## src/verilog/julia_pkg.sv

```systemverilog
package julia_pkg;

	// signed fixed point, 11 integer and 11 fraction bits
	localparam int FIX_W    = 22;
	localparam int FIX_FRAC = 11;

	typedef logic signed [FIX_W-1:0] fix_t;

	localparam int COLOR_W = 6;   // colour per pixel
	localparam int COORD_W = 10;  // pixel x or y
	localparam int ADDR_W  = 20;  // frame buffer word address

	// apb register map, byte offsets
	localparam logic [7:0] REG_C_RE = 8'h00;
	localparam logic [7:0] REG_C_IM = 8'h04;
	localparam logic [7:0] REG_STEP = 8'h08;
	localparam logic [7:0] REG_CTRL = 8'h0C; // bit 0 start, self clearing
	localparam logic [7:0] REG_STAT = 8'h10; // bit 0 busy, bit 1 done

	// bit positions inside ctrl and stat
	localparam int CTRL_START = 0;
	localparam int STAT_BUSY  = 0;
	localparam int STAT_DONE  = 1;

endpackage
```

## src/verilog/frame_arbiter.sv

```systemverilog
`timescale 1ns/1ps

module frame_arbiter #(
	parameter int NUM_WORKERS = 3
) (
	input  logic                            tb_clk,
	input  logic                            arst_n,
	input  logic [NUM_WORKERS-1:0]          req,
	input  logic [julia_pkg::ADDR_W-1:0]    addr [NUM_WORKERS],
	input  logic [julia_pkg::COLOR_W-1:0]   color [NUM_WORKERS],
	input  logic                            fb_ready,
	output logic [NUM_WORKERS-1:0]          grant,
	output logic                            fb_valid,
	output logic [julia_pkg::ADDR_W-1:0]    fb_addr,
	output logic [julia_pkg::COLOR_W-1:0]   fb_data
);
	localparam int IDX_W = (NUM_WORKERS > 1) ? $clog2(NUM_WORKERS) : 1;

	logic [IDX_W-1:0] ptr;    // last granted worker
	logic [IDX_W-1:0] held;
	logic             locked; // stalled write, keep the same worker
	logic [IDX_W-1:0] pick;
	logic [IDX_W-1:0] cand;
	logic [IDX_W-1:0] sel;
	logic             found;

	// search starts one past the last winner
	always_comb begin
		pick  = ptr;
		cand  = ptr;
		found = 1'b0;
		for (int i = 1; i <= NUM_WORKERS; i++) begin
			cand = IDX_W'((int'(ptr) + i) % NUM_WORKERS);
			if (!found && req[cand]) begin
				pick  = cand;
				found = 1'b1;
			end
		end
	end

	assign sel      = locked ? held : pick;
	assign fb_valid = req[sel];
	assign fb_addr  = addr[sel];
	assign fb_data  = color[sel];

	always_comb begin
		grant = '0;
		if (fb_valid && fb_ready)
			grant[sel] = 1'b1;
	end

	always_ff @(posedge tb_clk or negedge arst_n) begin
		if (!arst_n) begin
			ptr    <= IDX_W'(NUM_WORKERS - 1); // worker 0 wins first
			held   <= '0;
			locked <= 1'b0;
		end else if (fb_valid && fb_ready) begin
			ptr    <= sel;
			locked <= 1'b0;
		end else if (fb_valid) begin
			held   <= sel;
			locked <= 1'b1;
		end
	end

endmodule

```

## config.mk

```make
export PLATFORM = sky130hd
export DESIGN_NAME = frame_arbiter
export DESIGN_NICKNAME = d
export VERILOG_FILES = /design/src/verilog/julia_pkg.sv /design/src/verilog/frame_arbiter.sv
export SDC_FILE = /design/constraint.sdc
export NUM_CORES = 1
export LEC_CHECK = 0
export BUFFER_PORTS_ARGS = -buffer_cell sky130_fd_sc_hd__buf_4
export CAP_MARGIN = 20
export CORE_ASPECT_RATIO = 0.75
export CORE_UTILIZATION = 37
export CTS_CLUSTER_SIZE = 25
export DETAILED_ROUTE_END_ITERATION = 8
export PLACE_DENSITY = 0.81
export SLEW_MARGIN = 20
export SYNTH_ARGS = -nofsm -noshare
export SYNTH_HDL_FRONTEND = slang
export SYNTH_SLANG_ARGS = --single-unit
```

## constraint.sdc

```tcl
create_clock -name tb_clk -period 3.6 [get_ports tb_clk]
set_input_delay 0 -clock tb_clk [delete_from_list [all_inputs] [get_ports tb_clk]]
set_output_delay 0 -clock tb_clk [all_outputs]
set_load 0.01 [all_outputs]
```

* Yosys cells after proc, flatten, opt, wreduce, memory -nomap -nowiden
Index checks and enable logic that the tools add are counted.
** Cells by class
- Bitwise gates (word level) :: 2
- Add/subtract/negate cells :: 3
- Reductions and logical operators :: 8
- Div/mod/pow operators :: 3
- Order comparisons :: 6
- Muxes and demuxes :: 25
** Operators by type and width (number)
- 32-bit by 3-bit remainder unit with 32-bit output (second input constant) :: 3
- 20-bit binary-select mux with 2-bit select :: 1
- 20-bit two-way mux :: 2
- 6-bit binary-select mux with 2-bit select :: 1
- 2-bit by 3-bit less-than comparator with 1-bit output (second input constant) :: 4
- 6-bit two-way mux :: 2
- 1-bit two-way mux :: 9
- 1-bit binary-select mux with 2-bit select :: 4
- 2-bit two-way mux :: 4
- 2-bit by 2-bit adder with 3-bit output (second input constant) :: 2
- 1-bit logical AND :: 4
- 2-bit by 1-bit adder with 3-bit output (second input constant) :: 1
- 3-bit >= comparator (second input constant) :: 1
- 3-bit two-way mux :: 1
- 2-bit inverter with 3-bit output :: 1
- 1-bit demux with 2-bit select :: 1
- 2-bit by 1-bit >= comparator with 1-bit output (second input constant) :: 1
- 1-bit logical NOT :: 2
- 2-bit AND reduction :: 1
- 2-bit nonzero test :: 1
- 1-bit inverter :: 1
** Word-level totals
- Output and inout bits :: 30
- Input bits :: 84
- Logic and storage cells :: 50
- Bits in registers :: 5

* Logic depth before layout (Yosys ltp)
Gate-level depths: netlist of the first run.
- Word-level depth :: 17
- Depth in mapped cells :: 12
- Gate-level depth less buffers :: 9

* Worst setup path after synthesis of the first run
OpenSTA, ideal clock, no wires.
- Path kind :: reg2reg
- Start :: reg ptr[1]
- End :: reg held[0]
- Setup time :: 0.126 ns
- Buffers on the path :: 2
- Cell stages (with the launch flop) :: 12
- Slack :: 1.009 ns
- Clock period less this slack :: 2.591 ns
- Arrival time :: 2.465 ns
- Required time :: 3.474 ns
- Cells stage by stage :: dfstp_2 inv_1 ha_1 buf_6 mux2i_1 o2bb2ai_1 a221oi_2 o311a_1 buf_6 mux2i_1 o21a_1 o32a_1
** Between the ends
- Cells in the longest elaborated chain, start to end :: 17
- Elaborated cells between the ends (all ways) :: 27
- Those cells by class :: add/sub (3); div (3); mux (14); bitwise (1); reduce/logical (6)
** RTL lines
- from (decl) :: line frame_arbiter.sv:19 : logic [IDX_W-1:0] ptr;
- from (signal assigned) :: line frame_arbiter.sv:54 : ptr <= IDX_W'(NUM_WORKERS - 1);
- from (signal assigned) :: line frame_arbiter.sv:58 : ptr <= sel;
- 2-bit by 1-bit adder with 3-bit output :: line frame_arbiter.sv:33 : cand = IDX_W'((int'(ptr) + i) % NUM_WORKERS);
- 32-bit by 3-bit remainder unit with 32-bit output :: line frame_arbiter.sv:33
- 1-bit binary-select mux with 2-bit select :: line frame_arbiter.sv:34 : if (!found && req[cand]) begin
- 1-bit two-way mux (implied by the code) :: line frame_arbiter.sv:34
- 1-bit two-way mux :: line frame_arbiter.sv:34
- 1-bit logical NOT :: line frame_arbiter.sv:34
- 1-bit logical AND :: line frame_arbiter.sv:34
- 1-bit two-way mux :: line frame_arbiter.sv:34
- 1-bit logical NOT :: line frame_arbiter.sv:34
- 1-bit logical AND :: line frame_arbiter.sv:34
- 2-bit two-way mux * :: line frame_arbiter.sv:34
- 2-bit two-way mux * :: line frame_arbiter.sv:41 : assign sel = locked ? held : pick;
- 1-bit binary-select mux with 2-bit select :: line frame_arbiter.sv:42 : assign fb_valid = req[sel];
- 1-bit two-way mux (implied by the code) :: line frame_arbiter.sv:42
- 1-bit logical AND :: line frame_arbiter.sv:57 : end else if (fb_valid && fb_ready) begin
- 1-bit inverter (no line)
- 2-bit AND reduction (no line)
- to (signal assigned) :: line frame_arbiter.sv:61 : held <= sel;
- to (decl) :: line frame_arbiter.sv:20 : logic [IDX_W-1:0] held;
Every way passes the cells marked *; elsewhere a longest branch is shown, timed or not. The select of a mux whose other input is x is not followed.
A chain may end at the register's enable or synchronous reset.

* Worst setup path after layout of the first run
- Start :: reg ptr[0]
- End :: out fb_addr[15] (netlist name)
** Between the ends
- Cells in the longest elaborated chain, start to end :: 16
- Elaborated cells between the ends (all ways) :: 26
- Those cells by class :: add/sub (3); div (3); mux (15); bitwise (1); reduce/logical (4)
** RTL lines
- 2-bit by 1-bit adder with 3-bit output :: line frame_arbiter.sv:33
- 32-bit by 3-bit remainder unit with 32-bit output :: line frame_arbiter.sv:33
- 1-bit binary-select mux with 2-bit select :: line frame_arbiter.sv:34
- 1-bit two-way mux (implied by the code) :: line frame_arbiter.sv:34
- 1-bit two-way mux :: line frame_arbiter.sv:34
- 1-bit logical NOT :: line frame_arbiter.sv:34
- 1-bit logical AND :: line frame_arbiter.sv:34
- 1-bit two-way mux :: line frame_arbiter.sv:34
- 1-bit logical NOT :: line frame_arbiter.sv:34
- 1-bit logical AND :: line frame_arbiter.sv:34
- 2-bit two-way mux * :: line frame_arbiter.sv:34
- 2-bit two-way mux * :: line frame_arbiter.sv:41
- 2-bit inverter with 3-bit output (implied by the code) * :: line frame_arbiter.sv:43 : assign fb_addr = addr[sel];
- 20-bit binary-select mux with 2-bit select * :: line frame_arbiter.sv:43
- 20-bit two-way mux (implied by the code) * (2 in a row) :: line frame_arbiter.sv:43
- to (decl) :: line frame_arbiter.sv:14 : output logic [julia_pkg::ADDR_W-1:0] fb_addr,
Marks and branches as above.

==> key figures, run 1 <==
Run status
  – Outcome: complete, no violations

Yosys
  – Ys async rst share: 1.00
  – Synth Instances: 167
  – Leading register cell type out of synthesis: dfrtp_1
  – Syn nets: about 260
  – Synthesized cell area: approximately 1200 sq um
  – Sequential share of the synthesized area: 0.106
  – Syn avg cell area: 7.12 sq um
  – Synth warnings: 0
  – Synth area leader: mux2i_1
  – Post-synth top area share: 0.261
  – Synth unique cells: 38
  – Synth area leaders: mux2i_1 (26%), nand2_1 (12%), o21ai_0 (11%)
  – #FFs+latches synth: 5
  – EDFF count, synth: 0

Min path
  – Hold Path Class: input pin to flip-flop
  – Hold Crit Depth: 2

Detailed routing
  – Post-route antenna net violation count: 0
  – Via count: 1604
  – Routed wire per std cell: 13.8 um
  – DRT Wirelength: 4.29 mm
  – DR pass1 iterations: 5
  – Iter 0 DRT Violations: 125
  – Vias per cell: 5.14
  – Drt drc: 0

Final layout
  – Commonest cells after routing, fill and taps aside: buf_4 (116), nand2_1 (37), mux2i_1 (31), o21ai_0 (27), inv_1 (6)
  – # diodes: 0
  – Layout cells sized above 1: 0.460
  – Synthesis-to-finish area growth: 75.1%
  – Final std cells w/o fill: 312
  – Layout net count: 363
  – Commonest non-fill, non-tap cell in the layout: buf_4
  – Post-route cell area: 2080 sq um

Global route
  – Initial antenna violation count: 0
  – Grt ovf: 0
  – First-pass GRT wire length: 6.61 mm
  – Vias in the first global route: 1551
  – Gr usage total: 0.248
  – Largest net degree at the start of global routing: 33

Setup path
  – Cell Chain, Critical Path: inv_1 -> ha_1 -> nand2_1 -> o22a_1 -> a21oi_1 -> a32o_1 -> and2_1 -> buf_4 -> nand2_1 -> o21ai_0 -> buf_4
  – Cell depth of the worst setup path: 11
  – Arr. time, crit path: between 3 and 4 ns
  – CP Capture Type: output pin
  – Max FO, Critical Path: 15
  – Worst setup SP type: flip-flop
  – CP top delay family: compound AO/OA/AOI/OAI gates
  – WP buf/inv: 3
  – CP Class: flip-flop to output pin
  – Worst path max stage delay: 0.49 ns
  – R2R cell count: 9
  – Critical path's slowest cell: ha_1
  – WP data required: ~3.6 ns

Timing
  – Final Hold Vio Count: 0
  – PnR worst setup slack: 0.359 ns
  – Fin crit share: 0.900
  – Min Tclk post-route: 3.24 ns
  – Setup TNS: 0 ns
  – Unrepaired setup endpoints after global routing: false
  – Slew Viols, Final: 0
  – Slew headroom: 0.701
  – Clk_skew: 0.000619 ns
  – Measured slew at the worst slew-check pin: 0.443 ns
  – Final setup viols: 0
  – Highest Clock Rate: around 0.31 GHz

Pwr
  – Max IR drop VDD: 0.000583 V
  – PD cells: ~1100 nW/um^2
  – Overall power: 2.25 mW
  – Pleak: 1.09 nW

Job
  – Max-cap viol count: 0

Die
  – Core Area: 3000 sq um
  – Total Die Area: 3450 sq um
  – Ports: 114
  – Die Wd: 67.4 um
  – Die Y: 51.1 um
  – Site Rows: 17
  – Initial Util: 0.396

Clock tree
  – TritonCTS clock tree: built
  – Clock root buffer: clkbuf_8
  – Clock sinks: 5
  – CTS clk-pin slew, worst paths: ~0.03 ns
  – CTS resizes: 0
  – CTS Buffer Depth: 2
  – Clk_lat worst skew: 0.22 ns
  – Max H-tree Level: 1
  – Post-CTS setup buffer count: 0
  – Cts bufs inserted: 3

Place
  – GPL Wtd Cong: 0.931
  – DPL Wire Length: roughly 3.5 mm
  – Cells after DPL: around 310
  – Port Buffers: 113
  – Placed Area: 2030 sq um
  – Pre-CTS setup slack: 0.640 ns
flip-flops by register name, indices dropped and copies added (netlist names):
signal,flops
held,2
locked,1
ptr,2
metal layers:
| layer | part of all wire | vias up | track usage |
|---|---|---|---|
| met3 | 0.076 | 2 | 0.0580 |
| met4 | 0.0021 | 0 | 0.0213 |
| li1 | - | 817 | - |
| met1 | 0.42 | 719 | 0.322 |
| met5 | 0 | - | 0 |
| met2 | 0.50 | 66 | 0.428 |
through the flow:
step | hold WS [ns] | utilization
after global placement | -0.196 | 0.675
after CTS | 0.0243 | 0.694
after global routing | 0.0247 | 0.694
after floorplan | -0.296 | -
after detailed placement | -0.196 | 0.675
final | 0.0307 | 0.694
path summary, 6_finish.rpt:
kind	start	end	slack (ns)
worst max-delay path	ptr[0]	fb_addr[15]	0.36
worst min-delay path	fb_ready	held[1]	0.03
worst max register to register	ptr[0]	locked	0.63
worst min register to register	held[1]	held[1]	0.52
max in group asynchronous	arst_n	ptr[1]	3.28
min in group asynchronous	arst_n	held[1]	0.12
synth_stat cells (3+ instances only):
| cell | count |
|---|---|
| ha_1 | 4 |
| inv_1 | 6 |
| dfrtp_1 | 4 |
| nor2b_1 | 4 |
| o21ai_0 | 27 |
| mux2i_1 | 31 |
| buf_2 | 5 |
| nand2_1 | 37 |
| o22ai_1 | 3 |
| clkbuf_1 | 4 |
| nor3_1 | 3 |
report_power, final:
part	total [mW]	leakage, nW	switching (mW)	internal, mW
combinational	2.02	1.01	1.05	0.970
clock	0.102	0.0228	0.0260	0.0759
sequential	0.126	0.0574	0.0351	0.0908
total	2.25	1.09	1.11	1.14
worst reg2reg max path: stages (launching register included):
cell and delay (ns):
dfrtp_1 0.44, inv_1 0.09, ha_1 0.49, nand2_1 0.15, o22a_1 0.29, a21oi_1 0.25, a32o_1 0.24, and2_1 0.43
nand2_1 0.20, a311oi_2 0.28
layout make-up:
cell class / count / area [sq um]
timing repair buffer: 117 / 881
fill: 261 / 918
sequential: 5 / 126
inverter: 6 / 22.5
multi-input combinational: 142 / 958
clock buffer: 4 / 45.0
tap: 38 / 47.5
repair_timing:
action                                  in CTS  in global routing
hold endpoints to repair                     5                  0
endpoints found under the setup margin       0                  0
hold buffers                                 1                  0
logic make-up after synthesis:
logic type,synth area share
mux,0.261
fa+ha+maj,0.0421
flops,0.106
buf+inv,0.0884
simple gates,0.226
compound gates,0.276
No activity file was read; power rests on OpenSTA's default activity.
==> run 2: changes to the inputs <==
CORE_UTILIZATION = 33   (was 37)
PLACE_DENSITY = 0.77   (was 0.81)
clock period = 2.7 ns   (was 3.6 ns; I/O delays follow)
==> run 2 against run 1 <==
  * The flow now finishes with violations (negative setup slack)
  * Cell area up 19%
  * Sequential share of layout area shrank 0.92 points
  * Critical endpoint is now fb_addr[6]
  * Non-clock buffer count up 19
  * Critical path depth grew 1
  * Clock skew about the same
==> key figures, run 2 (synthesis gave the netlist of run 1 again) <==
Timing
  – Final Hold Vio Count: 0
  – Measured slew at the worst slew-check pin: 0.288 ns
  – Hold_ws: roughly 0.038 ns
  – Highest Clock Rate: 0.367 GHz
  – Fin crit share: 1.01
  – Slew Viols, Final: 0
  – Clk_skew: 0.000415 ns
  – Min Tclk post-route: approximately 2.7 ns
  – Final setup viols: 2
  – PnR worst setup slack: -0.0224 ns
  – Slew headroom: 0.806

Final layout
  – Multi-input logic area: 1130 sq um
  – # diodes: 0
  – Layout cells sized above 1: 0.584
  – Commonest non-fill, non-tap cell in the layout: buf_4
  – Layout net count: between 300 and 400
  – Commonest cells after routing, fill and taps aside: buf_4 (127), nand2_1 (35), mux2i_1 (25), o21ai_0 (25)
  – Top flop regs: held: 2 flops, ptr: 2 flops, locked: 1 flops
  – Final std cells w/o fill: around 330
  – Final core occ: 0.738
  – Fillers: approximately 250
  – Synthesis-to-finish area growth: 108%
  – Reg area: between 100 and 150 sq um

Place
  – GPL Wtd Cong: 0.932
  – Cells after DPL: 315
  – Pre-CTS setup slack: 0.0466 ns
  – DPL Wire Length: 3.73 mm
  – Port Buffers: 113

Pwr
  – Max IR drop VDD: 0.000973 V
  – Pleak: 1.23 nW
  – Overall power: 3.99 mW
  – PD cells: ~1600 nW/um^2

Setup path
  – CP Class: flip-flop to output pin
  – Reg2reg start: ptr[1]
  – R2R cell count: 10
  – R2r endpoint: held[0]
  – CP Capture Type: output pin
  – R2R setup slack: 0.13 ns
  – Max FO, Critical Path: 13
  – Worst setup SP type: flip-flop
  – Arr. time, crit path: ~2.7 ns
  – WP data required: 2.70 ns

Global route
  – Grt ovf: 0
  – Vias in the first global route: approximately 1.6k
  – Gr usage total: 0.232
  – First-pass GRT wire length: 7.04 mm
  – Largest net degree at the start of global routing: 27
  – Initial antenna violation count: 0

Min path
  – Hold Crit Depth: 2
  – WHS Endpoint: held[1]
  – Hold Startpoint: fb_ready
  – Hold Path Class: input pin to flip-flop

Clock tree
  – Max H-tree Level: 1
  – CTS Buffer Depth: 2
  – Clk_lat worst skew: 0.22 ns
  – Clock sinks: 5
  – Cts bufs inserted: 3
  – Clock root buffer: clkbuf_8
  – TritonCTS clock tree: built
  – CTS clk-pin slew, worst paths: 0.04 ns

Detailed routing
  – DRT Wirelength: roughly 5.3 mm
  – Iter 0 DRT Violations: between 100 and 150
  – Drt drc: 0
  – Via count: 1763
  – DR pass1 iterations: 4
  – Vias per cell: 5.29
  – Post-route antenna net violation count: 0
  – Routed wire per std cell: 15.9 um

Die
  – Total Die Area: 3850 sq um
  – Ports: 114
  – Site Rows: 18
  – Die Wd: 71.3 um
  – Initial Util: 0.354
  – Die Y: 54.0 um
  – Core Area: 3360 sq um

Job
  – Max-cap viol count: 0

Run status
  – Outcome: finished with violations
  – Violated checks: negative setup slack
run 2: area by class of cell:
| cell class | count | area share |
|---|---|---|
| Multi-Input combinational cell | 142 | 0.455 |
| Timing Repair Buffer | 136 | 0.445 |
| Sequential cell | 5 | 0.0516 |
| Tap cell | 40 | 0.0202 |
| Clock buffer | 4 | 0.0182 |
| Inverter | 6 | 0.0101 |
run 2: routing by layer:
metal	GRT usage	wire length, um
met1	0.295	2160
met5	0	0
met3	0.0281	241
met4	0.0600	38
met2	0.424	2850
run 2: worst max-delay path, stage by stage (launching register included):
cell and delay (ns):
dfstp_2 0.60, inv_4 0.06, ha_4 0.19, mux2i_4 0.21, o22a_2 0.26, buf_4 0.13
nand3_1 0.10, a32o_2 0.28, and2_4 0.17, clkbuf_16 0.17, nand2_1 0.07, o21ai_0 0.10
buf_4 0.16
run 2: power by group:
part	internal (mW)	leakage (nW)	switching (mW)	total, mW
clock network	0.102	0.0228	0.0418	0.144
registers	0.123	0.0564	0.0588	0.182
logic	1.93	1.15	1.73	3.66
total	2.16	1.23	1.83	3.99
run 2: stage by stage:
stage	setup TNS [ns]	cell area (sq um)
2_1_floorplan	0	1190
3_3_place_gp	0	2100
3_5_place_dp	0	2100
4_1_cts	0	2270
5_1_grt	-1.07	2470
6_report	-0.0405	2470
run 2: how the worst max path moves through the flow:
stage | slack (ns) | startpoint | cells past startpoint | endpoint
detailed placement | 0.05 | ptr[1] | 10 | fb_addr[4]
CTS | 0.007 | ptr[1] | 12 | fb_addr[4]
finish | -0.02 | ptr[1] | 12 | fb_addr[6]
global placement | 0.13 | ptr[1] | 10 | fb_addr[10]
floorplan | 0.11 | ptr[1] | 11 | held[0]
global route | -0.08 | ptr[1] | 12 | fb_addr[7]
run 2: repair_timing:
action | in CTS | in global routing
buffers inserted | 5 | 9
hold buffers | 1 | 0
resized for setup | 12 | 36
hold endpoints to repair | 5 | 0
endpoints found under the setup margin | 29 | 35
gates cloned | 1 | 1
pin swaps | 5 | 15
==> run 3: changes to the inputs <==
SKIP_CTS_REPAIR_TIMING = 1   (was default)
==> run 3 against run 2 <==
  * Sequential power fell by 4%
  * Global-route usage fell by 1.6 points
  * Highest routed layer unchanged
  * The flow now finishes without violations
  * Critical path depth decreased by 1
==> key figures, run 3 (synthesis gave the netlist of run 1 again) <==
Clock tree
  – TritonCTS clock tree: built
  – Cts bufs inserted: 3
  – CTS clk-pin slew, worst paths: 0.04 ns
  – CTS Buffer Depth: 2
  – Clock root buffer: clkbuf_8
  – Clock sinks: 5
  – Clk_lat worst skew: around 0.23 ns
  – Max H-tree Level: 1

Timing
  – Hold_ws: 0.0295 ns
  – Final Hold Vio Count: 0
  – Highest Clock Rate: 0.376 GHz
  – Measured slew at the worst slew-check pin: 0.302 ns
  – Clk_skew: 0.00271 ns
  – Fin crit share: 0.986
  – Final setup viols: 0
  – Unrepaired setup endpoints after global routing: true
  – Slew Viols, Final: 0
  – Min Tclk post-route: ~2.7 ns
  – Slew headroom: 0.797

Setup path
  – CP top delay family: compound AO/OA/AOI/OAI gates
  – CP Capture Type: output pin
  – Cell Chain, Critical Path: inv_2 -> ha_4 -> mux2i_1 -> o22a_2 -> nand4_1 -> a32o_1 -> and2_4 -> buf_12 -> nand2_1 -> o21ai_0 -> buf_4
  – Worst setup SP type: flip-flop
  – WP data required: 2.70 ns
  – CP Class: flip-flop to output pin
  – Arr. time, crit path: 2.66 ns
  – WP buf/inv: 3
  – Critical path's slowest cell: dfstp_2
  – Max FO, Critical Path: 13
  – Worst path max stage delay: 0.58 ns

Detailed routing
  – Routed wire per std cell: approximately 16 um
  – Iter 0 DRT Violations: 115
  – Vias per cell: between 5 and 6
  – Drt drc: 0
  – Via count: between 1.5k and 2k
  – Post-route antenna net violation count: 0
  – DRT Wirelength: 5.16 mm
  – DR pass1 iterations: 6

Final layout
  – Multi-input logic area: 1080 sq um
  – Commonest cells after routing, fill and taps aside: buf_4 (122), nand2_1 (36), mux2i_1 (27), o21ai_0 (26)
  – Layout cells sized above 1: 0.552
  – # diodes: 0
  – Final std cells w/o fill: between 300 and 400
  – Top flop regs: held: 2 flops, ptr: 2 flops, locked: 1 flops
  – Commonest non-fill, non-tap cell in the layout: buf_4
  – Layout net count: 377
  – Final core occ: 0.713
  – Reg area: 126 sq um
  – Fillers: 266
  – Synthesis-to-finish area growth: 101%

Pwr
  – PD cells: 1600 nW/um^2
  – Pleak: 1.20 nW
  – Max IR drop VDD: about 0.00095 V

Global route
  – Vias in the first global route: 1470
  – Grt ovf: 0
  – First-pass GRT wire length: 6.63 mm
  – Gr usage total: 0.216
  – Largest net degree at the start of global routing: 28
  – Initial antenna violation count: 0

Die
  – Initial Util: 0.354
  – Site Rows: 18
  – Die Y: 54.0 um
  – Core Area: 3360 sq um
  – Total Die Area: 3850 sq um
  – Ports: approximately 110
  – Die Wd: 71.3 um

Place
  – Port Buffers: roughly 110
  – DPL Wire Length: between 3 and 4 mm
  – GPL Wtd Cong: 0.932
  – Cells after DPL: 315

Run status
  – Outcome: complete, no violations

Job
  – Max-cap viol count: 0

Min path
  – Hold Path Class: input pin to flip-flop
-- run 3: changes by cell type in the layout (fill, tap and decap cells not counted), sizes merged --
cell    before  now
buf        134  126
clkbuf       5    8
-- run 3: path summary, 6_finish.rpt --
| check | to | depth (start not counted) | slack [ns] | from |
|---|---|---|---|---|
| setup / recovery | fb_addr[10] | 11 | 0.04 | ptr[1] |
| hold / removal | held[1] | 2 | 0.03 | fb_ready |
| setup reg to reg | held[0] | 9 | 0.13 | ptr[1] |
| hold reg to reg | held[1] | 2 | 0.55 | held[1] |
| max in group asynchronous | ptr[1] | 2 | 2.38 | arst_n |
| min in group asynchronous | held[0] | 2 | 0.12 | arst_n |
-- run 3: power by group --
group          switching (mW)  total (mW)  internal, mW
sequential             0.0525       0.174         0.121
combinational            1.68        3.51          1.83
clock                  0.0432       0.145         0.102
total                    1.77        3.83          2.05
-- run 3: through the flow --
stage	cell area, sq um	worst slack [ns]	TNS [ns]	total power [mW]
floorplan	1190	0.109	0	1.88
global placement	2100	0.132	0	3.02
detailed placement	2100	0.0466	0	3.05
CTS	2140	-0.208	-3.98	3.20
global route	2390	-0.0878	-0.977	4.07
finish	2390	0.0371	0	3.83
-- run 3: routing by layer --
metal | wire length (um) | GRT usage | up-vias
met1 | 2130 | 0.278 | 807
li1 | - | - | 847
met5 | 0 | 0 | -
met4 | 25 | 0.0500 | 0
met3 | 261 | 0.0281 | 4
met2 | 2750 | 0.390 | 71
-- run 3: area by class of cell --
class,instances,share of cell area
Sequential cell,5,0.0528
Timing Repair Buffer,131,0.447
Clock buffer,4,0.0188
Tap cell,40,0.0209
Inverter,6,0.00941
Multi-Input combinational cell,142,0.451
